--- src/verilog/ts_pkg.sv ---
////////////////////////////////////////////////////////////////////////////
// Thread select stage definitions
// Decoded instruction layout, execution pipeline selector and the register
// scoreboard format shared by every block of the stage
////////////////////////////////////////////////////////////////////////////

package ts_pkg;

	// Selects one of 32 scalar or 32 vector registers
	typedef logic [4:0] reg_idx_t;

	// Execution pipeline that the instruction is sent to
	// The pipelines differ in length and merge again at writeback
	typedef enum logic [1:0]
	{
		PIPE_SCYCLE_ARITH,
		PIPE_MCYCLE_ARITH,
		PIPE_MEM
	} pipeline_sel_t;

	// Instruction as it leaves decode
	// The tag is not looked at here and travels with the instruction unchanged
	typedef struct packed
	{
		logic has_scalar1;
		reg_idx_t scalar_sel1;
		logic has_scalar2;
		reg_idx_t scalar_sel2;
		logic has_vector1;
		reg_idx_t vector_sel1;
		logic has_vector2;
		reg_idx_t vector_sel2;
		logic has_dest;
		logic dest_is_vector;
		reg_idx_t dest_reg;
		pipeline_sel_t pipeline_sel;
		logic [7:0] tag;
	} decoded_instruction_t;

	// One busy bit per register
	// Scalar registers sit in bits 0 to 31 and vector registers in bits 32 to 63
	typedef logic [63:0] scoreboard_t;

	// Issue stages remembered so a rollback can release their destinations
	localparam int ROLLBACK_STAGES = 4;

	// Cycles ahead that writeback port use is reserved
	localparam int WRITEBACK_ALLOC_STAGES = 4;

	// Fetch stops once fewer than this many FIFO entries are free
	localparam int ALMOST_FULL_MARGIN = 2;

	// Scoreboard bit of one register
	// The vector flag lands on bit 5 of the index, which is the upper half
	function automatic scoreboard_t reg_bitmap(input logic is_vector, input reg_idx_t idx);
		scoreboard_t bitmap;
		bitmap = '0;
		bitmap[{is_vector, idx}] = 1'b1;
		return bitmap;
	endfunction

endpackage
--- src/verilog/thread_if.sv ---
////////////////////////////////////////////////////////////////////////////
// Per-thread link of the thread select stage
// Joins one thread slot with the hazard tracker and the issue arbiter
////////////////////////////////////////////////////////////////////////////
`timescale 1ns/10ps

interface thread_if
	import ts_pkg::*;
	();

	// Slot side, head of the FIFO and whether it may go this cycle
	logic ready;
	decoded_instruction_t head_instr;
	scoreboard_t dest_bitmap;

	// One-hot grant bit for this thread
	logic grant;

	// Hazard side, rollback repair and writeback port collisions
	scoreboard_t clear_bitmap;
	logic flush;
	logic conflict_scycle;
	logic conflict_mem;

	modport slot(output ready, head_instr, dest_bitmap,
		input grant, clear_bitmap, flush, conflict_scycle, conflict_mem);

	modport tracker(input grant, head_instr, dest_bitmap,
		output clear_bitmap, flush, conflict_scycle, conflict_mem);

	modport arbiter(input ready, head_instr, output grant);

endinterface

--- src/verilog/thread_slot.sv ---
////////////////////////////////////////////////////////////////////////////
// Thread slot
// One hardware thread's instruction FIFO, register scoreboard and cache
// miss suspend flag, plus the test of whether its FIFO head may issue
////////////////////////////////////////////////////////////////////////////
`timescale 1ns/10ps

module thread_slot
	import ts_pkg::*;
	#(
		parameter int NUM_THREADS = 4,
		parameter int FIFO_DEPTH = 5,
		parameter int THREAD_ID = 0,
		localparam int TIDX_W = $clog2(NUM_THREADS)
	)
	(
		input logic clk,
		input logic reset,
		input decoded_instruction_t id_instruction,
		input logic id_instruction_valid,
		input logic [TIDX_W-1:0] id_thread_idx,
		input logic wb_writeback_en,
		input logic [TIDX_W-1:0] wb_writeback_thread_idx,
		input logic wb_writeback_is_vector,
		input reg_idx_t wb_writeback_reg,
		input logic thread_enable,
		input logic suspend,
		input logic wake,
		output logic fetch_en,
		thread_if.slot tif
	);

	localparam int PTR_W = $clog2(FIFO_DEPTH);
	localparam int CNT_W = $clog2(FIFO_DEPTH + 1);

	decoded_instruction_t fifo_mem[FIFO_DEPTH];
	decoded_instruction_t head;
	logic [PTR_W-1:0] rd_ptr;
	logic [PTR_W-1:0] wr_ptr;
	logic [CNT_W-1:0] count;
	logic enqueue;
	logic dequeue;
	logic fifo_empty;
	logic fifo_full;
	scoreboard_t scoreboard;
	scoreboard_t dest_bitmap;
	scoreboard_t dep_bitmap;
	scoreboard_t wb_clear_bitmap;
	logic blocked;
	logic wb_conflict;

	// Advance a FIFO pointer, wrapping at the depth which need not be a power of two
	function automatic logic [PTR_W-1:0] ptr_next(input logic [PTR_W-1:0] ptr);
		if (ptr == PTR_W'(FIFO_DEPTH - 1))
			return '0;
		else
			return ptr + 1'b1;
	endfunction

	// Enqueue and writeback are broadcast to all slots, each picks out its own
	assign enqueue = id_instruction_valid && id_thread_idx == TIDX_W'(THREAD_ID);
	assign dequeue = tif.grant;
	assign fifo_empty = count == '0;
	assign fifo_full = count == CNT_W'(FIFO_DEPTH);

	// Fetch runs a few stages ahead, so it is stopped while there is still room
	assign fetch_en = thread_enable && count <= CNT_W'(FIFO_DEPTH - ALMOST_FULL_MARGIN);

	// A rollback throws away everything queued, including an enqueue in the same cycle
	always_ff @(posedge clk, posedge reset)
	begin
		if (reset)
		begin
			rd_ptr <= '0;
			wr_ptr <= '0;
			count <= '0;
		end
		else if (tif.flush)
		begin
			rd_ptr <= '0;
			wr_ptr <= '0;
			count <= '0;
		end
		else
		begin
			if (enqueue)
				wr_ptr <= ptr_next(wr_ptr);
			if (dequeue)
				rd_ptr <= ptr_next(rd_ptr);
			if (enqueue && !dequeue)
				count <= count + 1'b1;
			else if (dequeue && !enqueue)
				count <= count - 1'b1;
		end
	end

	always_ff @(posedge clk)
	begin
		if (enqueue)
			fifo_mem[wr_ptr] <= id_instruction;
	end

	assign head = fifo_mem[rd_ptr];
	assign tif.head_instr = head;

	// Bits the head instruction marks busy when it issues
	always_comb
	begin
		dest_bitmap = '0;
		if (head.has_dest)
			dest_bitmap = reg_bitmap(head.dest_is_vector, head.dest_reg);
	end

	assign tif.dest_bitmap = dest_bitmap;

	// Sources catch read after write hazards
	// Including the destination also holds back a second writer of the same register
	always_comb
	begin
		dep_bitmap = dest_bitmap;
		if (head.has_scalar1)
			dep_bitmap |= reg_bitmap(1'b0, head.scalar_sel1);
		if (head.has_scalar2)
			dep_bitmap |= reg_bitmap(1'b0, head.scalar_sel2);
		if (head.has_vector1)
			dep_bitmap |= reg_bitmap(1'b1, head.vector_sel1);
		if (head.has_vector2)
			dep_bitmap |= reg_bitmap(1'b1, head.vector_sel2);
	end

	// The collision flag checked depends on where this instruction writes back
	always_comb
	begin
		case (head.pipeline_sel)
			PIPE_SCYCLE_ARITH: wb_conflict = tif.conflict_scycle;
			PIPE_MEM: wb_conflict = tif.conflict_mem;
			default: wb_conflict = 1'b0;
		endcase
	end

	assign tif.ready = !fifo_empty
		&& (scoreboard & dep_bitmap) == '0
		&& !wb_conflict
		&& thread_enable
		&& !blocked
		&& !tif.flush;

	always_comb
	begin
		wb_clear_bitmap = '0;
		if (wb_writeback_en && wb_writeback_thread_idx == TIDX_W'(THREAD_ID))
			wb_clear_bitmap = reg_bitmap(wb_writeback_is_vector, wb_writeback_reg);
	end

	// Completed and rolled back registers are released before the new destination is set
	always_ff @(posedge clk, posedge reset)
	begin
		if (reset)
		begin
			scoreboard <= '0;
			blocked <= 1'b0;
		end
		else
		begin
			scoreboard <= (scoreboard & ~(wb_clear_bitmap | tif.clear_bitmap))
				| (tif.grant ? dest_bitmap : '0);

			// A miss that is filled in the same cycle it is reported leaves the thread running
			blocked <= (blocked | suspend) & ~wake;
		end
	end

	// Fetch enable must have dropped early enough for the FIFO to absorb what is in flight
	assert property (@(posedge clk) disable iff (reset) enqueue |-> !fifo_full);

	// The data cache reports a miss only for a thread that was still running
	assert property (@(posedge clk) disable iff (reset) suspend |-> !blocked);

endmodule

--- src/flat_wrapper.sv ---
// flat-port wrapper written by rule: the top's interface ports become plain ports
module thread_slot_flat import ts_pkg::*;
#(
		parameter int NUM_THREADS = 4,
		parameter int FIFO_DEPTH = 5,
		parameter int THREAD_ID = 0,
		localparam int TIDX_W = $clog2(NUM_THREADS)
	)
  (clk, reset, id_instruction, id_instruction_valid, id_thread_idx, wb_writeback_en, wb_writeback_thread_idx, wb_writeback_is_vector, wb_writeback_reg, thread_enable, suspend, wake, fetch_en, tif_ready, tif_head_instr, tif_dest_bitmap, tif_grant, tif_clear_bitmap, tif_flush, tif_conflict_scycle, tif_conflict_mem);
  thread_if tif_i ();
  input logic clk;
  input logic reset;
  input decoded_instruction_t id_instruction;
  input logic id_instruction_valid;
  input logic [TIDX_W-1:0] id_thread_idx;
  input logic wb_writeback_en;
  input logic [TIDX_W-1:0] wb_writeback_thread_idx;
  input logic wb_writeback_is_vector;
  input reg_idx_t wb_writeback_reg;
  input logic thread_enable;
  input logic suspend;
  input logic wake;
  output logic fetch_en;
  output wire logic [$bits(tif_i.ready)-1:0] tif_ready;
  output wire logic [$bits(tif_i.head_instr)-1:0] tif_head_instr;
  output wire logic [$bits(tif_i.dest_bitmap)-1:0] tif_dest_bitmap;
  input wire logic [$bits(tif_i.grant)-1:0] tif_grant;
  input wire logic [$bits(tif_i.clear_bitmap)-1:0] tif_clear_bitmap;
  input wire logic [$bits(tif_i.flush)-1:0] tif_flush;
  input wire logic [$bits(tif_i.conflict_scycle)-1:0] tif_conflict_scycle;
  input wire logic [$bits(tif_i.conflict_mem)-1:0] tif_conflict_mem;
  assign tif_ready = tif_i.ready;
  assign tif_head_instr = tif_i.head_instr;
  assign tif_dest_bitmap = tif_i.dest_bitmap;
  assign tif_i.grant = tif_grant;
  assign tif_i.clear_bitmap = tif_clear_bitmap;
  assign tif_i.flush = tif_flush;
  assign tif_i.conflict_scycle = tif_conflict_scycle;
  assign tif_i.conflict_mem = tif_conflict_mem;
  thread_slot #(.NUM_THREADS(NUM_THREADS), .FIFO_DEPTH(FIFO_DEPTH), .THREAD_ID(THREAD_ID)) u_core (.clk(clk), .reset(reset), .id_instruction(id_instruction), .id_instruction_valid(id_instruction_valid), .id_thread_idx(id_thread_idx), .wb_writeback_en(wb_writeback_en), .wb_writeback_thread_idx(wb_writeback_thread_idx), .wb_writeback_is_vector(wb_writeback_is_vector), .wb_writeback_reg(wb_writeback_reg), .thread_enable(thread_enable), .suspend(suspend), .wake(wake), .fetch_en(fetch_en), .tif(tif_i));
endmodule
--- config.mk ---
export PLATFORM = sky130hd
export DESIGN_NAME = thread_slot_flat
export DESIGN_NICKNAME = d
export VERILOG_FILES = /design/src/verilog/ts_pkg.sv /design/src/verilog/thread_if.sv /design/src/verilog/thread_slot.sv /design/src/flat_wrapper.sv
export SDC_FILE = /design/constraint.sdc
export NUM_CORES = 1
export LEC_CHECK = 0
export BUFFER_PORTS_ARGS = -buffer_cell sky130_fd_sc_hd__clkbuf_2
export CAP_MARGIN = 0
export CORE_UTILIZATION = 46
export CTS_BUF_LIST = sky130_fd_sc_hd__clkbuf_16
export DETAILED_ROUTE_END_ITERATION = 7
export PLACE_DENSITY = 0.69
export SLEW_MARGIN = 20
export SYNTH_ARGS = -nofsm -noshare
export SYNTH_HDL_FRONTEND = slang
export SYNTH_SLANG_ARGS = --single-unit
--- constraint.sdc ---
create_clock -name clk -period 15.05 [get_ports clk]
set_input_delay 0.7525 -clock clk [delete_from_list [all_inputs] [get_ports clk]]
set_output_delay 0.7525 -clock clk [all_outputs]
set_load 0.005 [all_outputs]
# Yosys cells after proc, flatten, opt, wreduce, memory -nomap -nowiden
# Memories as Yosys holds them, arrays and structs flattened.
# Cells that the tools add are included.
# Widths: inputs -> output; s select.
# op_classes
addsub	4
order_cmp	13
n_eq_ne	3
n_mux	31
n_bitwise	12
reduce_logical	30
# ops
operator	n
$mux 64	7
$or 64x64->64	4
$and 64x64->64	2
$or 64x32->64	2
$logic_not 64->1	1
$not 64->64	1
$lt 6x7->1 const B	4
$mux 3	9
$ge 6x1->1 const B	4
$demux 1 s5	4
$logic_and 1x1->1	16
$lt 5x7->1 const B	2
$demux 1 s6	2
$ge 5x1->1 const B	2
$add 3x1->3 const B	3
$mux 1	8
$eq 3x3->1 const B	2
$logic_not 1->1	6
$logic_not 2->1	3
$reduce_bool 2->1	2
$le 3x2->1 const B	1
$logic_not 3->1	1
$reduce_bool 3->1	1
$sub 3x1->3 const B	1
5 further kinds	5
# totals
regBits	74
ramBits	205
inputBits	126
out_inout_bits	107
elab_cells	99
memories	1
# mem_list
name	depth	width	read_ports	rd_ports_with_merged_regs	write_ports	line	source
u_core.fifo_mem	5	41	1	0	1	thread_slot.sv:36	decoded_instruction_t fifo_mem[FIFO_DEPTH];

# Longest topological paths before layout
# Gate-level depths: netlist (run 1).
# An unclocked memory read counts as a cell.
# logic_depth
word_depth	21
mapped_depth	14
mapped_depth_nobuf	10

# Worst setup path before layout (run 1)
# Ideal clock, no wire load.
# synth_timing
kind	input to register
from	in id_thread_idx[1]
to	mem u_core.fifo_mem[4][0] in the netlist's numbering (enable)
setup_ns	0.556
t_arrival_ns	5.429
required_ns	14.494
setup_slack_ns	9.065
cell_stages	4
n_path_buf	1
cell_sequence	nor2_1 > nand2_1 > clkbuf_1 > nor4b_1
# synth_between
elab_chain_cells	4
# synth_rtl
item	line	source
start: declaration	flat_wrapper.sv:15	input logic [TIDX_W-1:0] id_thread_idx;
$logic_not 2->1	thread_slot.sv:61	assign enqueue = id_instruction_valid && id_thread_idx == TIDX_W'(THREAD_ID);
$logic_and 1x1->1	thread_slot.sv:61	
$mux 1	thread_slot.sv:99	if (enqueue)
$mux 1 (not written as such)	thread_slot.sv:100	fifo_mem[wr_ptr] <= id_instruction;
end: declaration	thread_slot.sv:36	
# Every way passes these cells.

# Worst setup path in the final report (run 1)
# layout_timing
from	reg u_core.rd_ptr[0]
to	out tif_ready
# layout_between
elab_chain_cells	21
elab_cells_between_ends	46
classes_between	order compare (10); eq/ne (1); mux (16); bitwise (5); reduce/logical (13); memory (1)
# layout_rtl
item	line	source
start: declaration	thread_slot.sv:38	logic [PTR_W-1:0] rd_ptr;
start signal: assignment	thread_slot.sv:89	rd_ptr <= ptr_next(rd_ptr);
$mem_v2 5x41 *	n/a	
$lt 6x7->1 (not written as such) / $ge 6x1->1 (equally long branches)	ts_pkg.sv:58	bitmap[{is_vector, idx}] = 1'b1;
$logic_and 1x1->1 (not written as such)	ts_pkg.sv:58	
$mux 1 (not written as such)	ts_pkg.sv:58	
$demux 1 s6	n/a	
$mux 64	thread_slot.sv:110	if (head.has_dest)
$or 64x32->64	thread_slot.sv:122	dep_bitmap |= reg_bitmap(1'b0, head.scalar_sel1);
$mux 64	thread_slot.sv:121	if (head.has_scalar1)
(+5 left out)	n/a	
$mux 64	thread_slot.sv:127	if (head.has_vector2)
$and 64x64->64	thread_slot.sv:142	&& (scoreboard & dep_bitmap) == '0
$logic_not 64->1	thread_slot.sv:142	
$logic_and 1x1->1	thread_slot.sv:142	
$logic_and 1x1->1 *	thread_slot.sv:143	&& !wb_conflict
$logic_and 1x1->1 *	thread_slot.sv:144	&& thread_enable
$logic_and 1x1->1 *	thread_slot.sv:145	&& !blocked
$logic_and 1x1->1 *	thread_slot.sv:146	&& !tif.flush;
end: declaration	flat_wrapper.sv:24	output wire logic [$bits(tif_i.ready)-1:0] tif_ready;
# Every way passes the cells marked *; elsewhere a longest branch is shown, timed or not.

==> results.cfg, run 1 <==
[routing]
routedWlPerCell_um = 23.8
firstDrtPassIters = 6
drt_wl_total_um = 41000
drc = 0
ant_nets = 0
vias = 10100
drtIter0Drc = 1010
viasPerCell = 5.86

[layout]
fin_nets = 1452
antennaDiodeCount = 0
drive_above_1_share = 0.261
stdcell_count = 1722
design_area_um2 = 15700
syn_to_final_growth_pct = 18.8

[synthesis]
synth_warnings = 0
ys_seq_elements = 279
syn-num-nets = 1223
ys_async_sr_fraction = 0.265
ys.flop_type = edfxtp_1
avgSynthCellArea_um2 = 12.1
synth_edf_count = 205
synth_area_um2 = 13200
synthCells = 1092
ys_seq_area_frac = 0.605
ys_types = 61

[place]
place_hpwl_um = 29300
gp_congestion = 0.967
dpl_cell_area_um2 = 14800
placed_cells = 1667
io_buffer_count = 232

[clocking]
cts_buffer_depth = 3
clkTransAtPathRegs_ns = 0.06
clkSinkCount = 279
cts_tree = built
cts_made_buffers = 30
cts_setup_buffers = 0
cts_root_buf = clkbuf_16
cts_max_level = 1
cts_resized = 0
holdBufCountCts = 0
clk-insertion-delay-late_ns = 0.58

[die]
dieHeight_um = 172
die_area_um2 = 29500
start_util = 0.472
die_w_um = 172
core_area_um2 = 28100
ios = 233
rows = 61

[critical_path]
critPathArrivalTime_ns = 4.83
setup.worst_path.start_class = flip-flop
r2r_cells = 7
cp-end-kind = output pin
worstPathMaxFanout = 53
crit_required_ns = 14.30
reg2reg_slack_ns = 11.74
criticalPathCategory = reg2out

[power]
p_leak_uw = 0.00629
irDropWorstVdd_v = 0.0000964
power_density_nw_per_um2 = 110

[sta]
skew_ns = 0.0179
whs_ns = 0.326
finalSetupTns_ns = 0
fmax_mhz = 179
period_needed_ns = 5.59
rsz0062_at_grt = false
slew_viol_final = 0
timing.final.crit_share = 0.371
final_hold_viol_count = 0
finalSetupViolations = 0
worst_slew_pin_slew_ns = 1.08
maxSlewHeadroom = 0.277

[grt]
grt_pass1_vias = 9695
globalRouteOverflowTotal = 0
grt_max_degree = 75
track_usage = 0.279
antenna_found_initial = 1
grt_pass1_wl_um = 60200

[job]
drv_cap = 0

[min_path]
hold_depth = 2
hp-class = in2reg

[run_status]
status = complete, no violations
[flip-flops by register name (all words and copies together) (netlist names)]
| register | count |
|---|---|
| u_core.blocked | 1 |
| u_core.fifo_mem | 205 |
| u_core.scoreboard | 64 |
| u_core.rd_ptr | 3 |
| u_core.wr_ptr | 3 |
| u_core.count | 3 |
[synth_stat cells (all sizes together) (17+ instances only)]
master	n	area, um2
edfxtp	205	6160
nand2	129	484
inv	96	363
nor2	78	293
dfrtp	74	1850
a32o	64	641
o21ai	57	285
o22ai	53	332
mux2i	46	510
buf	32	195
nand3	32	198
mux4	22	499
a22oi	19	143
clkbuf	19	71.3
nand3b	18	146
nand4	17	106
[cells by family after synthesis]
logic type      Yosys count  synth area share
fa+ha+maj                 5           0.00529
buf+inv                 147            0.0475
xor+xnor                  3           0.00198
simple gates            352             0.131
flops                   279             0.605
mux                      70            0.0782
compound gates          236             0.131
[cell usage in the layout, fill, tap and decap left out, types with 8 or more instances in the layout]
| master | n |
|---|---|
| a22oi_1 | 19 |
| a32o_1 | 64 |
| and3_1 | 9 |
| buf_4 | 15 |
| clkbuf_16 | 30 |
| clkbuf_2 | 232 |
| dfrtp_1 | 72 |
| edfxtp_1 | 205 |
| inv_1 | 99 |
| mux2i_1 | 42 |
| mux4_2 | 21 |
| nand2_1 | 129 |
| nand2b_1 | 9 |
| nand3_1 | 26 |
| nand3b_1 | 15 |
| nand4_1 | 17 |
| nor2_1 | 76 |
| o21a_1 | 12 |
| o21ai_0 | 54 |
| o221ai_1 | 11 |
| o22ai_1 | 53 |
| or2_2 | 8 |
| or3_1 | 11 |
[power breakdown]
group | leakage, uW | internal (uW) | total [uW] | switching [uW]
sequential | 0.00287 | 836 | 840 | 4.14
clock | 0.000486 | 397 | 705 | 308
combinational | 0.00293 | 66.3 | 189 | 122
[final cells by class]
cell class	count	area [um2]
fill	2440	12400
sequential	279	8010
multi-input combinational	666	4650
timing repair buffer	248	1280
clock buffer	30	751
tap	378	473
inverter	96	363
clock inverter	25	196
[critical path, stage by stage, from the launching register on]
cell and delay, ns:
dfrtp_2 0.34, buf_4 0.71, mux4_1 0.74, a31oi_1 0.33
a21o_1 0.34, nor2_1 0.16, o21ai_0 0.61, nand4_1 0.28
nor4_1 0.33, and4_1 0.27, clkbuf_2 0.13
[per-layer routing]
layer	global-route usage	routed length, um	vias up
met4	0.0967	1380	2
met1	0.378	17200	4935
met3	0.0492	3160	74
met5	0	13	-
li1	-	-	4591
met2	0.453	19300	486
[path summary, 6_finish.rpt]
path | from | to
min | wake | u_core.blocked
min reg2reg | u_core.blocked | u_core.blocked
max reg2reg | u_core.rd_ptr[0] | u_core.scoreboard[33]
min in group asynchronous | reset | u_core.scoreboard[53]
max | u_core.rd_ptr[0] | tif_ready
max in group asynchronous | reset | u_core.rd_ptr[1]
[per-stage QoR]
stage / worst slack (ns) / utilization / power [uW]
floorplan: 9.06 / - / 967
global placement: 10.10 / 0.526 / 1040
detailed placement: 10.14 / 0.526 / 1040
CTS: 9.51 / 0.560 / 1740
global route: 9.24 / 0.560 / 1790
finish: 9.46 / 0.560 / 1730
Note: power is estimated with default switching activity, not from simulation.
==> run 2: changes to the inputs <==
--- a/config.mk
+++ b/config.mk
@@ -5,12 +5,13 @@
 export SDC_FILE = /design/constraint.sdc
 export NUM_CORES = 1
 export LEC_CHECK = 0
+export ABC_AREA = 1
 export BUFFER_PORTS_ARGS = -buffer_cell sky130_fd_sc_hd__clkbuf_2
 export CAP_MARGIN = 0
 export CORE_UTILIZATION = 46
 export CTS_BUF_LIST = sky130_fd_sc_hd__clkbuf_16
 export DETAILED_ROUTE_END_ITERATION = 7
-export PLACE_DENSITY = 0.69
+export PLACE_DENSITY = 0.68
 export SLEW_MARGIN = 20
 export SYNTH_ARGS = -nofsm -noshare
 export SYNTH_HDL_FRONTEND = slang
==> constraint.sdc (replaced) <==
create_clock -name clk -period 5.4 [get_ports clk]
set_input_delay 0.27 -clock clk [delete_from_list [all_inputs] [get_ports clk]]
set_output_delay 0.27 -clock clk [all_outputs]
set_load 0.005 [all_outputs]
==> run 2 against run 1 <==
  * Die area grew 10%
  * Routed wire length rose by 23%
  * First-iteration DRC count is 14% higher
  * Global-route usage increased by 3.2 points
  * Power increased to 3.0 times the previous value
  * Cell count up 45%
  * Design area increased by 13%
  * Combinational power rose to 4.4 times the previous value
  * Count of clock-buffer cells in the layout stayed put
  * Synthesized cell count up 62%
  * Highest routed layer unchanged
==> results.cfg, run 2 <==
[run_status]
status = complete, no violations

[clocking]
clk-insertion-delay-late_ns = 0.60
clkTransAtPathRegs_ns = 0.06
cts_made_buffers = 30
cts_resized = 0
cts_root_buf = clkbuf_16
cts_tree = built
cts_buffer_depth = 3
cts_max_level = 1
clkSinkCount = 279

[critical_path]
critPathMostFrequentCell = nand2_1
reg2reg_from = u_core.rd_ptr[0]
cp-end-kind = output pin
critPathArrivalTime_ns = 3.86
cp_slowest_cell = dfrtp_2
setup.worst_path.start_class = flip-flop
crit_required_ns = 5.13
crit_start = u_core.rd_ptr[0]
criticalPathCategory = reg2out
critPathMaxStageDelay_ns = 0.61
cp_cell_sequence = inv_6 > nand2_1 > nand3_1 > nand2_1 > o21ai_2 > inv_2 > nor2_2 > nand2_1 > nand3_1 > nand2_1 > nand2_1 > nor2_1 > nand2_1 > nor2_1 > nand3_1 > nor2_1 > clkbuf_2
worstPathMaxFanout = 82

[grt]
grt_pass1_vias = 12900
globalRouteOverflowTotal = 0
track_usage = 0.311
antenna_found_initial = 1
grt_max_degree = 83
grt_pass1_wl_um = 76800

[power]
p_leak_uw = 0.00876
seqPwrFrac = 0.457
irDropWorstVdd_v = 0.000326
p_comb_frac = 0.160
swShare = 0.283
power_density_nw_per_um2 = 289
switchingPower_uw = 1460
p_clk_frac = 0.383
internal-power_uw = 3690

[synthesis]
synth_commonest_cells = nand2_1, inv_1, edfxtp_1
synth_top_area_share = 0.422
avgSynthCellArea_um2 = 8.24
synth_area_um2 = 14600
ys_seq_area_frac = 0.549
synth_top_area_cell = edfxtp_1
synthCells = 1771
synth_warnings = 0
synth_edf_count = 205
yosysMostFrequentCell = nand2_1
ys_seq_elements = 279
ys.flop_type = edfxtp_1
ys_async_sr_fraction = 0.265
syn-num-nets = 1902
ys_types = 41
ys_top_cells_by_area = edfxtp_1, nand2_1, dfrtp_1

[die]
ios = 233
dieHeight_um = 180
core_area_um2 = 30900
rows = 64
die_w_um = 180
die_area_um2 = 32400
start_util = 0.472

[sta]
finalSetupViolations = 0
period_needed_ns = 4.13
finalSetupTns_ns = 0
skew_ns = 0.0376
final_hold_viol_count = 0
whs_ns = 0.00929
maxSlewHeadroom = 0.258
worst_slew_pin_slew_ns = 1.11
timing.final.crit_share = 0.764
fmax_mhz = 242
rsz0062_at_grt = false
slew_viol_final = 0

[layout]
syn_to_final_growth_pct = 22.2
largest_register = u_core.fifo_mem
final_cell_mix = nand2_1, clkbuf_2, inv_1, edfxtp_1, nor2_1
reg_top3 = u_core.fifo_mem x205, u_core.scoreboard x64
antennaDiodeCount = 0
fin_nets = 2210
mostFrequentLayoutCell = nand2_1
largest_reg_flops = 205
drive_above_1_share = 0.178

[min_path]
hp-start = tif_clear_bitmap[45]
hp-class = in2reg

[routing]
drtIter0Drc = 1154
firstDrtPassIters = 7
drt_wl_total_um = 50500
ant_nets = 0
viasPerCell = 5.33
drc = 0
vias = 13300
routedWlPerCell_um = 20.2

[place]
gp_congestion = 1.01
io_buffer_count = 232
place_hpwl_um = 36100

[job]
drv_cap = 0
run 2: stage by stage:
stage / utilization / setup slack [ns] / cells / power, uW / instance area (um2)
4_1_cts: 0.577 / 1.26 / 2499 / 5160 / 17800
3_5_place_dp: 0.521 / 1.90 / 2364 / 3170 / 16100
5_1_grt: 0.577 / 1.00 / 2499 / 5330 / 17800
6_report: 0.577 / 1.27 / 2499 / 5150 / 17800
2_1_floorplan: - / 1.45 / 1771 / 2850 / 14600
3_3_place_gp: 0.521 / 1.95 / 2364 / 3150 / 16100
run 2: cell families (layout without fill, tap and decap cells):
| logic type | count (synthesis) | count (layout) | share of synthesized area |
|---|---|---|---|
| and+or+nand+nor | 1037 | 1037 | 0.298 |
| DFF | 279 | 279 | 0.549 |
| buffers and inverters | 274 | 606 | 0.0795 |
| AOI/OAI and AO/OA | 174 | 174 | 0.0682 |
| adders and majority gates | 5 | 5 | 0.00480 |
| xor gates and xnor gates | 2 | 2 | 0.00120 |
run 2: worst max-delay path: cells and delay by family (launching register included):
family,cells,cell delay [ns]
buf+inv,3,0.84
simple gates,13,1.52
compound gates,1,0.25
flops,1,0.61
run 2: metal layers:
| layer | wire, um | part of all wire | track usage |
|---|---|---|---|
| met3 | 3580 | 0.071 | 0.0455 |
| met1 | 21500 | 0.43 | 0.419 |
| met2 | 23600 | 0.47 | 0.514 |
| met4 | 1780 | 0.035 | 0.111 |
| met5 | 10 | 0.00020 | 0 |
run 2: path summary, 6_finish.rpt:
| kind | depth (start not counted) | end | slack, ns |
|---|---|---|---|
| max | 17 | tif_ready | 1.27 |
| min | 4 | u_core.scoreboard[45] | 0.009 |
| max reg2reg | 9 | u_core.scoreboard[47] | 2.52 |
| min reg2reg | 2 | u_core.scoreboard[35] | 0.49 |
| max in group asynchronous | 4 | u_core.scoreboard[51] | 3.90 |
| min in group asynchronous | 3 | u_core.scoreboard[23] | 0.42 |
run 2: cell type report:
cell class / instances / area, um2
fill: 2862 / 13100
clock buffer: 30 / 751
multi-input combinational: 1218 / 5480
inverter: 224 / 846
clock inverter: 26 / 193
sequential: 279 / 8010
tap: 396 / 495
timing repair buffer: 326 / 2060
run 2: power groups by stage:
stage	sequential (uW)	clock [uW]	combinational (uW)
floorplan	2390	0	460
global placement	2400	0	759
detailed placement	2400	0	769
CTS	2350	1990	818
global route	2360	2070	903
finish	2350	1970	825
run 2: timing repair:
item	CTS	global route
hold buffers	79	0
endpoints found under the hold margin	279	0
buffers inserted	0	0
